### src/logic/alut_pkg.sv
package alut_pkg;

   // --------------------------------------------------
   // widths
   // --------------------------------------------------
   localparam int addr_w  = 48;          // mac address
   localparam int port_w  = 2;           // source port code
   localparam int time_w  = 32;          // timestamp
   localparam int entry_w = 83;          // valid + time + port + addr
   localparam int hash_w  = 8;           // table index for 256 entries
   localparam int dport_w = 5;           // cpu bit + four ethernet ports

   // entry layout with the address at the bottom
   localparam int ent_valid_bit = 82;
   localparam int ent_time_lsb  = 50;    // time in 81:50
   localparam int ent_port_lsb  = 48;    // port in 49:48

   // destination port vectors
   localparam logic [dport_w-1:0] dport_cpu = 5'b1_0000;   // switch cpu only
   localparam logic [dport_w-1:0] dport_all = 5'b0_1111;   // flood ethernet ports

   typedef enum logic [1:0] {cmd_none = 2'd0, cmd_check = 2'd1} cmd_e;

   // lookup and learn sequence
   typedef enum logic [2:0] {
      idle, mac_chk, read_dest, valid_chk, age_chk, addr_chk, read_src, write_src
   } chk_state_e;

   typedef enum logic [3:0] {
      ra_mac_lo = 4'd0, ra_mac_hi = 4'd1, ra_d_lo = 4'd2, ra_d_hi = 4'd3,
      ra_s_lo = 4'd4, ra_s_hi = 4'd5, ra_command = 4'd6, ra_max_age = 4'd7,
      ra_status = 4'd8, ra_d_port = 4'd9, ra_inv_lo = 4'd10, ra_inv_hi = 4'd11
   } reg_addr_e;

endpackage

### src/logic/alut_regs.sv
module alut_regs
(
   input  logic                             pclk4,
   input  logic                             n_p_reset4,
   input  logic                             reg_write,        // write strobe
   input  logic                             reg_read,         // read strobe
   input  logic [3:0]                       reg_addr,
   input  logic [31:0]                      reg_wdata,
   input  logic [alut_pkg::dport_w-1:0]     d_port,           // lookup result
   input  logic                             add_check_active,
   input  logic                             reused,
   input  logic [alut_pkg::addr_w-1:0]      lst_inv_addr,
   input  logic [alut_pkg::port_w-1:0]      lst_inv_port,
   output logic [31:0]                      reg_rdata,
   output logic [alut_pkg::addr_w-1:0]      mac_addr,         // switch own address
   output logic [alut_pkg::addr_w-1:0]      d_addr,
   output logic [alut_pkg::addr_w-1:0]      s_addr,
   output logic [alut_pkg::port_w-1:0]      s_port,
   output alut_pkg::cmd_e                   command,          // one cycle opcode
   output logic [alut_pkg::time_w-1:0]      max_age,
   output logic                             clear_reused
);

   logic wr_cmd;   // command register hit

   assign wr_cmd = reg_write && (reg_addr == alut_pkg::ra_command);

   // --------------------------------------------------
   // programmable fields
   // --------------------------------------------------
   always_ff @(posedge pclk4 or negedge n_p_reset4)
   begin
      if (!n_p_reset4)
      begin
         mac_addr <= '0;
         d_addr   <= '0;
         s_addr   <= '0;
         s_port   <= '0;
         max_age  <= '0;
      end
      else if (reg_write)
      begin
         case (reg_addr)
            alut_pkg::ra_mac_lo:  mac_addr[31:0] <= reg_wdata;
            alut_pkg::ra_mac_hi:  mac_addr[alut_pkg::addr_w-1:32] <= reg_wdata[15:0];
            alut_pkg::ra_d_lo:    d_addr[31:0] <= reg_wdata;
            alut_pkg::ra_d_hi:    d_addr[alut_pkg::addr_w-1:32] <= reg_wdata[15:0];
            alut_pkg::ra_s_lo:    s_addr[31:0] <= reg_wdata;
            alut_pkg::ra_s_hi:
            begin
               s_addr[alut_pkg::addr_w-1:32] <= reg_wdata[15:0];
               s_port <= reg_wdata[17:16];     // port rides above the address
            end
            alut_pkg::ra_max_age: max_age <= reg_wdata;
            default: ;                          // read only or unmapped
         endcase
      end
   end

   // plain pulse, the checker decides if it is taken
   always_ff @(posedge pclk4 or negedge n_p_reset4)
   begin
      if (!n_p_reset4)
         command <= alut_pkg::cmd_none;
      else if (wr_cmd)
         command <= alut_pkg::cmd_e'(reg_wdata[1:0]);
      else
         command <= alut_pkg::cmd_none;
   end

   // --------------------------------------------------
   // read side
   // --------------------------------------------------
   always_comb
   begin
      case (reg_addr)
         alut_pkg::ra_status: reg_rdata = {30'd0, reused, add_check_active};
         alut_pkg::ra_d_port: reg_rdata = {27'd0, d_port};
         alut_pkg::ra_inv_lo: reg_rdata = lst_inv_addr[31:0];
         alut_pkg::ra_inv_hi:
            reg_rdata = {14'd0, lst_inv_port, lst_inv_addr[alut_pkg::addr_w-1:32]};
         default:             reg_rdata = 32'd0;   // write only registers read zero
      endcase
   end

   // status read clears the reused flag
   assign clear_reused = reg_read && (reg_addr == alut_pkg::ra_status);

endmodule

### config.mk
export PLATFORM = sky130hd
export DESIGN_NAME = alut_regs
export DESIGN_NICKNAME = d
export VERILOG_FILES = /design/src/logic/alut_pkg.sv /design/src/logic/alut_regs.sv
export SDC_FILE = /design/constraint.sdc
export NUM_CORES = 1
export LEC_CHECK = 0
export ABC_CLOCK_PERIOD_IN_PS = 1550
export BUFFER_PORTS_ARGS = -buffer_cell sky130_fd_sc_hd__buf_2
export CAP_MARGIN = 20
export CORE_UTILIZATION = 47
export CTS_CLUSTER_SIZE = 12
export DETAILED_ROUTE_END_ITERATION = 8
export PLACE_DENSITY = 0.84
export REMOVE_ABC_BUFFERS = 1
export SETUP_SLACK_MARGIN = 0.02
export SLEW_MARGIN = 15
export SYNTH_ARGS = -nofsm -noshare
export SYNTH_HDL_FRONTEND = slang
export SYNTH_SLANG_ARGS = --single-unit
### constraint.sdc
create_clock -name pclk4 -period 1.55 [get_ports pclk4]
set_input_delay 0.155 -clock pclk4 [delete_from_list [all_inputs] [get_ports pclk4]]
set_output_delay 0.155 -clock pclk4 [all_outputs]
set_load 0.1 [all_outputs]
==> results of run 1 <==
## layout by cell type (no fill, tap or decap)
cell | netlist | final
mux4_2 | 2 | 2
inv_6 | 0 | 3
clkbuf_4 | 0 | 1
clkbuf_8 | 0 | 1
nand3b_2 | 1 | 1
and3_1 | 2 | 2
a22o_1 | 13 | 10
nor2b_2 | 0 | 2
mux2_2 | 179 | 179
nor2_1 | 6 | 6
and3b_1 | 1 | 1
inv_8 | 0 | 2
dlygate4sd3_1 | 0 | 7
nand3b_1 | 1 | 1
bufinv_16 | 0 | 3
buf_2 | 17 | 276
mux2_1 | 2 | 2
and2_1 | 14 | 14
nand2b_1 | 1 | 1
clkinv_2 | 0 | 3
nand2_2 | 0 | 3
clkbuf_1 | 0 | 1
dfrtp_1 | 180 | 180
clkinv_4 | 0 | 1
buf_12 | 0 | 43
buf_6 | 2 | 2
nand2_1 | 5 | 2
a22o_4 | 0 | 2
nor2b_1 | 4 | 2
buf_4 | 3 | 13
nor2_4 | 0 | 1
a22o_2 | 0 | 1
clkinvlp_4 | 0 | 1
nor3b_2 | 1 | 2
nor2b_4 | 1 | 1
clkbuf_16 | 0 | 17
a22oi_1 | 3 | 3
## metrics by stage
stage          hold WS, ns  total power, mW  cells
2_1_floorplan       -0.141             15.6    418
6_report            0.0131             22.0    976
4_1_cts          0.0000513             22.1    975
3_5_place_dp        0.0772             17.6    937
5_1_grt           0.000962             22.6    976
3_3_place_gp        0.0729             17.4    937
## worst max-delay path, stage by stage
cell	delay, ns
clkbuf_4	0.21
mux4_2	0.51
nor2b_1	0.14
buf_2	0.28
## power by group through the flow
stage	combinational [mW]	clock, mW	sequential, mW
2_1_floorplan	1.21	0	14.4
3_3_place_gp	11.1	0	6.33
3_5_place_dp	11.2	0	6.42
4_1_cts	11.2	4.50	6.36
5_1_grt	11.4	4.71	6.48
6_report	11.2	4.45	6.36
## sequential cells by signal, indices dropped and copies added, names as in the netlist
register and count:
d_addr 48, mac_addr 48, s_addr 48, max_age 32
command 2, s_port 2
## routing by layer
metal  GRT usage (%)  wire length, um
met2            50.4            11000
met4            9.76              441
met3            8.03             1450
met1            29.9             7550
met5               0                0
## cell families (layout without fill, tap and decap cells)
logic type      Yosys count  count (layout)  share of synthesized area [%]
simple gates             39              39                           3.38
flops                   180             180                           63.4
mux                     183             183                           29.3
buf+inv                  23             374                           1.90
compound gates           16              16                           1.92
## area by class of cell
type / instances / area (um2)
fill: 999 / 4360
clock buffer: 19 / 443
sequential: 180 / 4500
tap: 184 / 230
clock inverter: 13 / 170
timing repair buffer: 342 / 2440
multi-input combinational: 238 / 2500
## path summary, 6_finish.rpt
path | start | to | slack, ns | depth (start not counted)
max | reg_addr[0] | reg_rdata[1] | 0.09 | 4
min | reg_wdata[22] | s_addr[22]$_DFFE_PN0P_ | 0.01 | 2
max reg2reg | max_age[6]$_DFFE_PN0P_ | max_age[6]$_DFFE_PN0P_ | 0.75 | 1
min reg2reg | mac_addr[5]$_DFFE_PN0P_ | mac_addr[5]$_DFFE_PN0P_ | 0.50 | 1
max in group asynchronous | n_p_reset4 | max_age[27]$_DFFE_PN0P_ | 0.70 | 3
min in group asynchronous | n_p_reset4 | d_addr[23]$_DFFE_PN0P_ | 0.19 | 2
## what timing repair did
item                                    4_1_cts  5_1_grt
resized for setup                             2        5
hold buffers                                  6        1
endpoints found under the hold margin       116        1
endpoints found under the setup margin        4       14
==> metrics, run 1 <==
Synth top area share=63.4%; setup violators final=0; Sink Count=180; chip width=125 um; Netlist cell types=23; total negative slack=0 ns; Area contributors post-synth=dfrtp_1 (63%), mux2_2 (28%), a22o_1 (1.6%); PwrDens=2140 nW/um2; Final WS setup=0.0907 ns; Remaining DRCs=46; mapped cell area=7100 um2; cell with the most instances after synthesis=dfrtp_1; die height=125 um; # nets final=876; minimum clock period=1.46 ns; Clock Tree Root=clkbuf_16; Detail Route Antenna Nets=0; post-synthesis register bit count=180; final hold violation count=0; Worst-Margin Slew=0.511 ns; list of most frequent post-synthesis cells=dfrtp_1 (180), mux2_2 (179), buf_2 (17); DR pass1 iterations=6; post-route cell area=10,300 um2; vias in the first global route=5,515; fmax=0.685 GHz; dpl hpwl=15,300 um; hold crit path type=input pin to flip-flop; Final period util=94.1%; I/O pin total=310; Synth async-reset ratio=100%; Gate Count Post-Synth=441; outcome=complete, but fails checks; sequential-to-total area share from yosys stat=63.4%; Critical Path End Type=output pin; crit path max fanout=10; TritonCTS clock tree=yes; Psw=11.9 mW; Post-synth EDFFs=0; clk_lat worst skew=0.42 ns; Clock Power Share=20.2%; leakage power=5.15 nW; Setup WS pre-CTS=0.0101 ns; Slew Limit Fails=0; First DRT Iteration DRCs=215; Comb pwr share=50.9%; relative slew slack=66.2%; Ant. Diodes=0; sw frac=53.9%; Cell Rows=44; dominant cell type by area after synthesis=dfrtp_1; largest net degree at the start of global routing=52; part of the power in registers=28.9%; area delta synth->final=44.9%; total CTS buffers=17; Clock Path Buffers=2; Pint=10.2 mW; Critical Path RT=1.39 ns; final clock skew=0 ns; wire per inst=20.9 um; IR drop worst, VDD=1.68 mV; failing checks=DRC; CTS H-tree lvls=4; drt via density=5.23; die area=15,600 um2; Post-DP Area=9580 um2; WP data arrival=1.30 ns; critical path startpoint category=input pin; Avg Inst Size Synth=16.1 um2; initial antenna violation count=1; Syn. warnings=0; IO buf count=309; Main synth FF type=dfrtp_1; total gr overflow=0; core area=14,600 um2; first-pass GRT wire length=32,000 um; DR vias=5,100; max cap viols=0; clk slew on worst S/H paths=0.07 ns; overall routing resource usage=27.4%; Initial Util=48.5%; setup repair bufs after CTS=0; critical path class=input pin to output pin; RSZ-0062 raised after global routing=false; ratio of cells with drive above 1 in the final layout=70.7%; gpl congestion=0.913; post-layout util=70.3%; Routed Wire Length=20,400 um
(Power assumes the default switching activity.)
==> run 2, diff against run 1 <==
Settings changed: CAP_MARGIN 20 to not set, CORE_UTILIZATION 47 to 49, CTS_BUF_LIST set to sky130_fd_sc_hd__clkbuf_8, PLACE_DENSITY 0.84 to 0.87.
==> run 2 against run 1 <==
The flow now finishes without violations. Largest power group unchanged. Clock skew stayed put. Hold slack better by 0.021 ns. Non-clock buffer count is 13 higher. Die area is 4.0% lower. Critical path depth is 2 higher. Sequential share of layout area is 0.19 points higher. Sequential power hardly changed.
==> metrics, run 2 (same netlist as run 1, synthesis figures left out) <==
critical path startpoint category=input pin; gpl congestion=0.805 (-12%); total gr overflow=0 (unchanged); RSZ-0062 raised after global routing=true; largest net degree at the start of global routing=45 (-13%); minimum clock period=1.50 ns (+0.0412 ns); crit path max fanout=13 (+3); core area=14,000 um2 (-4.5%); Remaining DRCs=0 (-100%); relative slew slack=65.7% (-0.54 points); critical path class=input pin to output pin; I/O pin total=310 (unchanged); Clock Tree Root=clkbuf_8; Routed Wire Length=20,600 um (+0.91%); overall power=21.3 mW (-3.1%); Post-DP Area=9560 um2 (-0.21%); final clock skew=0 ns (unchanged); Cell Count Post-Placement=934 (-0.32%); hold slack=0.0341 ns (+0.0209 ns); IR drop worst, VDD=1.59 mV (-5.4%); DR vias=5,213 (+2.2%); worst path cell trace=buf_2, nand2b_1, nor2b_4, buf_2, a22o_1, buf_12; first-pass GRT wire length=30,600 um (-4.2%); Worst path slowest cell=nand2b_1; First DRT Iteration DRCs=186 (-13%); commonest non-fill, non-tap cell in the layout=buf_2; area delta synth->final=44.3%; WP data arrival=1.35 ns (+0.05 ns); Largest regs=d_addr (48), mac_addr (48), s_addr (48); Critical Path End Type=output pin; clk slew on worst S/H paths=0.09 ns (+0.02 ns); ratio of cells with drive above 1 in the final layout=70.0% (-0.68 points); Pint=9.61 mW (-5.4%); overall routing resource usage=27.9% (+0.50 points); die height=122 um (-2.0%); Critical Path RT=1.39 ns (about the same); TritonCTS clock tree=yes; wire per inst=20.9 um (about the same); vias in the first global route=5,589 (+1.3%); reg2reg setup slack=0.74 ns (about the same); chip width=122 um (-2.0%); final hold violation count=0 (unchanged); Comb pwr share=52.8% (+1.9 points); Worst-Margin Slew=0.519 ns (+0.00821 ns); cell mode on critical path=buf_2; hold crit path type=input pin to flip-flop; total negative slack=0 ns (unchanged); Psw=11.7 mW (-1.2%); Sink Count=180 (unchanged); critical path buffer and inverter count=3 (+1); setup violators final=0 (unchanged); PwrDens=2080 nW/um2 (-2.7%); leakage power=5.11 nW (-0.79%); Max stage delay on crit path=0.24 ns (-0.27 ns); die area=15,000 um2 (-4.0%); most frequent cells in the layout=buf_2 (274), dfrtp_1 (180), mux2_2 (179); Setup WS pre-CTS=-0.0830 ns (-0.0931 ns); # nets final=889 (+1.5%); fillers=895 (-10%); dpl hpwl=14,900 um (-2.4%); drt via density=5.29 (+1.3%); Final WS setup=0.0495 ns (-0.0412 ns); post-layout util=73.2% (+3.0 points); DR pass1 iterations=4 (-2); final cell count without fillers=985 (+0.92%); part of the power in registers=29.8% (+0.9 points); Cell Rows=43 (-2.3%); total CTS buffers=17 (unchanged); Clock Power Share=17.4% (-2.8 points); Top delay family on crit path=buffers and inverters; max cap viols=0 (unchanged); sw frac=55.0% (+1.1 points); Detail Route Antenna Nets=0 (unchanged); fmax=0.666 GHz (-2.7%); clk_lat worst skew=0.45 ns (+0.03 ns); Final period util=96.8% (+2.7 points); CTS H-tree lvls=4 (unchanged); IO buf count=309 (unchanged); Initial Util=50.8% (+2.3 points); initial antenna violation count=1 (unchanged); outcome=completed; Clock Path Buffers=2 (unchanged); post-route cell area=10,200 um2 (-0.44%); Slew Limit Fails=0 (unchanged)
-- run 2: changes by cell type in the layout (fill, tap and decap cells not counted), sizes merged --
| cell | before | now |
|---|---|---|
| bufinv | 3 | 5 |
| diode | 0 | 1 |
| clkinvlp | 1 | 2 |
| dlygate4sd3 | 7 | 18 |
| clkbuf | 20 | 23 |
| clkinv | 4 | 1 |
| inv | 5 | 3 |
-- run 2: layer usage --
metal | GRT usage, % | wire [um] | vias up
met4 | 13.5 | 701 | 0
met3 | 7.16 | 1270 | 51
li1 | - | - | 2273
met2 | 48.5 | 10800 | 228
met5 | 0 | 0 | -
met1 | 31.9 | 7820 | 2661
-- run 2: timing repair --
action / CTS / global route
endpoints found under the setup margin: 27 / 10
gates cloned: 0 / 1
endpoints found under the hold margin: 188 / 0
gates resized for setup: 6 / 5
buffers inserted: 0 / 0
hold buffers: 18 / 0
-- run 2: path summary, 6_finish.rpt --
path,from,to,cells after the start
worst max register to register,max_age[26]$_DFFE_PN0P_,max_age[26]$_DFFE_PN0P_,1
max in group asynchronous,n_p_reset4,d_addr[37]$_DFFE_PN0P_,3
worst min-delay path,reg_wdata[14],s_addr[14]$_DFFE_PN0P_,2
worst min register to register,mac_addr[23]$_DFFE_PN0P_,mac_addr[23]$_DFFE_PN0P_,1
min in group asynchronous,n_p_reset4,mac_addr[23]$_DFFE_PN0P_,2
worst max-delay path,reg_addr[2],reg_rdata[16],6
-- run 2: cell type report --
type | instances | area [um2] | area share (%)
diodes | 1 | 2.50 | 0.0244
clock inverters | 11 | 196 | 1.92
flip-flops and latches | 180 | 4500 | 44.0
well taps | 180 | 225 | 2.20
clock buffers | 20 | 275 | 2.69
multi-input cells | 238 | 2490 | 24.4
repair buffers | 355 | 2540 | 24.8
-- run 2: power by group through the flow --
| stage | sequential [mW] | combinational [mW] | clock (mW) |
|---|---|---|---|
| 6_report | 6.36 | 11.3 | 3.71 |
| 4_1_cts | 6.35 | 11.3 | 3.77 |
| 5_1_grt | 6.48 | 11.5 | 3.95 |
| 2_1_floorplan | 14.4 | 1.21 | 0 |
| 3_3_place_gp | 6.32 | 11.1 | 0 |
| 3_5_place_dp | 6.43 | 11.2 | 0 |
==> run 3, diff against run 2 <==
Settings changed: ABC_AREA set to 1, PLACE_DENSITY 0.87 to 0.88.
==> run 3 against run 2 <==
Critical path type unchanged. Setup slack got worse by 0.0014 ns. Register-to-register slack improved by 0.10 ns. Critical path depth increased by 1. Critical endpoint is now reg_rdata[25]. Sequential power decreased by 3.3%. Clock skew unchanged. Largest power group unchanged. Clock power decreased by 20%. Combinational power decreased by 13%.
==> metrics, run 3 <==
Post-synth EDFFs=0 (unchanged); First DRT Iteration DRCs=455 (+140%); number of cells on the critical path=7 (+1); setup violators final=0 (unchanged); Largest regs=d_addr (48), mac_addr (48), s_addr (48); fmax=0.666 GHz (about the same); DR pass1 iterations=8 (+4); hold crit path type=input pin to flip-flop; Final period util=96.9% (about the same); GR met2 Demand/Resource=52.8% (+4.3 points); Hold EP=s_addr[20]$_DFFE_PN0P_; most frequent cells in the layout=buf_2 (275), nand2_1 (238), dfrtp_1 (180); sequential-to-total area share from yosys stat=65.3% (+1.8 points); die area=14,600 um2 (-2.8%); vias in the first global route=6,458 (+16%); Critical Path End Type=output pin; Slew Limit Fails=0 (unchanged); overall power=19.0 mW (-11%); total CTS buffers=17 (unchanged); routing usage on met3=6.89% (-0.27 points); Main synth FF type=dfrtp_1; Setup WS pre-CTS=0.0507 ns (+0.134 ns); Syn. warnings=0 (unchanged); initial antenna violation count=1 (unchanged); Hold Path Depth=3 (+1); Worst path slowest cell=nor2_1; clk_lat worst skew=0.41 ns (-0.04 ns); RSZ-0062 raised after global routing=true; Avg Inst Size Synth=9.39 um2 (-42%); mapped cell area=6900 um2 (-2.8%); list of most frequent post-synthesis cells=nand2_1 (238), dfrtp_1 (180), o21ai_0 (138); WP data arrival=1.35 ns (about the same); Clock Tree Root=clkbuf_8; critical path class=input pin to output pin; Clock Path Buffers=2 (unchanged); post-synthesis register bit count=180 (unchanged); total negative slack=0 ns (unchanged); Netlist cell types=17 (-26%); hold slack=0.0303 ns (-0.00372 ns); Critical Path RT=1.39 ns (about the same); I/O pin total=310 (unchanged); area delta synth->final=40.2%; TritonCTS clock tree=yes; ratio of cells with drive above 1 in the final layout=35.0% (-35 points); relative slew slack=65.7% (about the same); cell with the most instances after synthesis=nand2_1; outcome=completed; Resized cells post-CTS=0 (-6); met1 usage=33.0% (+1.1 points); core area=13,500 um2 (-3.5%); cell mode on critical path=inv_1; # nets final=1,151 (+29%); Reg2Reg Depth=2 (+1); wire per inst=17.0 um (-19%); CTS H-tree lvls=4 (unchanged); max cap viols=0 (unchanged); minimum clock period=1.50 ns (+0.00139 ns); Area contributors post-synth=dfrtp_1 (65%), nand2_1 (13%), o21ai_0 (10%); IR drop worst, VDD=1.06 mV (-33%); worst path cell trace=buf_2, inv_1, nand2_1, nor2_2, inv_1, nor2_1, buf_12; PwrDens=1960 nW/um2 (-5.9%); Remaining DRCs=0 (unchanged); DR vias=6,448 (+24%); critical hold path startpoint=reg_wdata[20]; largest net degree at the start of global routing=65 (+44%); final clock skew=0 ns (unchanged); Max stage delay on crit path=0.26 ns (+0.02 ns); Synth top area share=65.3% (+1.8 points); Worst-Margin Slew=0.518 ns (-0.000800 ns); reg2reg setup slack=0.84 ns (+0.10 ns); critical path buffer and inverter count=4 (+1); leakage power=5.35 nW (+4.8%); Cell Rows=42 (-2.3%); critical path startpoint category=input pin; overall routing resource usage=29.6% (+1.7 points); most heavily used metal layer in global routing=met2; Gate Count Post-Synth=735 (+67%); dominant cell type by area after synthesis=dfrtp_1; total gr overflow=0 (unchanged); IO buf count=309 (unchanged); clk slew on worst S/H paths=0.10 ns (about the same); Detail Route Antenna Nets=0 (unchanged); RR Endpoint=mac_addr[26]$_DFFE_PN0P_; final hold violation count=0 (unchanged); dpl hpwl=15,600 um (+4.6%); post-route cell area=9670 um2 (-5.6%); die height=121 um (-1.4%); RR Startpoint=mac_addr[26]$_DFFE_PN0P_; gpl congestion=0.936 (+16%); first-pass GRT wire length=32,900 um (+7.3%); Sink Count=180 (unchanged); crit path max fanout=14 (+1); Routed Wire Length=21,100 um (+2.3%); Top delay family on crit path=buffers and inverters; Final WS setup=0.0481 ns (-0.00139 ns); drt via density=5.18 (-2.1%); Initial Util=51.1% (+0.34 points); Synth async-reset ratio=100% (unchanged); chip width=121 um (-1.4%); Post-DP Area=9240 um2 (-3.4%); commonest non-fill, non-tap cell in the layout=buf_2
==> run 3: cell count changes after synthesis, moves of 12 or more <==
| cell | delta |
|---|---|
| and2_1 | -14 |
| clkbuf_1 | +21 |
| mux2_2 | -179 |
| a22o_1 | -13 |
| nor2_1 | +12 |
| o21ai_0 | +138 |
| inv_1 | +58 |
| nand2_1 | +233 |
| o21ai_1 | +40 |
| nand3_1 | +12 |
==> run 3: cell type report <==
class | count | area [um2]
clock inverter | 15 | 140
tap | 176 | 220
inverter | 58 | 218
timing repair buffer | 337 | 2340
fill | 963 | 3830
antenna | 1 | 2.50
sequential | 180 | 4500
clock buffer | 17 | 234
multi-input combinational | 460 | 2020
==> run 3: through the flow <==
step	instances	util [%]
after floorplan	698	-
after global placement	1205	68.4
after detailed placement	1205	68.4
after CTS	1243	71.6
after global routing	1244	71.6
final	1244	71.6
==> run 3: cell families after synthesis <==
logic type,after synthesis,synth area share (%)
and+or+nand+nor,282,16.3
AOI/OAI and AO/OA,178,12.9
buffers and inverters,95,5.49
DFF,180,65.3
==> run 3: tightest hold or removal path, cell delays in order <==
cell and delay (ns):
buf_2 0.08, inv_1 0.06, o21ai_1 0.13
==> run 3: report_power, final <==
part | internal, mW | switching (mW)
clock | 1.19 | 1.79
sequential | 5.63 | 0.517
combinational | 1.26 | 8.57
total | 8.09 | 10.9
==> run 3: per-layer routing <==
| layer | up-vias | wire length, um |
|---|---|---|
| li1 | 2982 | - |
| met1 | 3089 | 7710 |
| met2 | 325 | 11000 |
| met3 | 52 | 1510 |
| met4 | 0 | 896 |
| met5 | - | 0 |
==> run 3: how the worst max path moves through the flow <==
stage	startpoint	end	slack [ns]
after floorplan	reg_addr[2]	reg_rdata[18]	-0.91
after global placement	reg_addr[2]	reg_rdata[26]	0.10
after detailed placement	reg_addr[2]	reg_rdata[25]	0.05
after CTS	reg_addr[2]	reg_rdata[25]	0.05
after global routing	reg_addr[2]	reg_rdata[31]	-0.03
final	reg_addr[2]	reg_rdata[25]	0.05
==> run 3: what timing repair did <==
| item | in CTS | in global routing |
|---|---|---|
| buffers inserted | 0 | 0 |
| hold endpoints to repair | 48 | 0 |
| hold buffers | 6 | 0 |
| endpoints found under the setup margin | 0 | 14 |
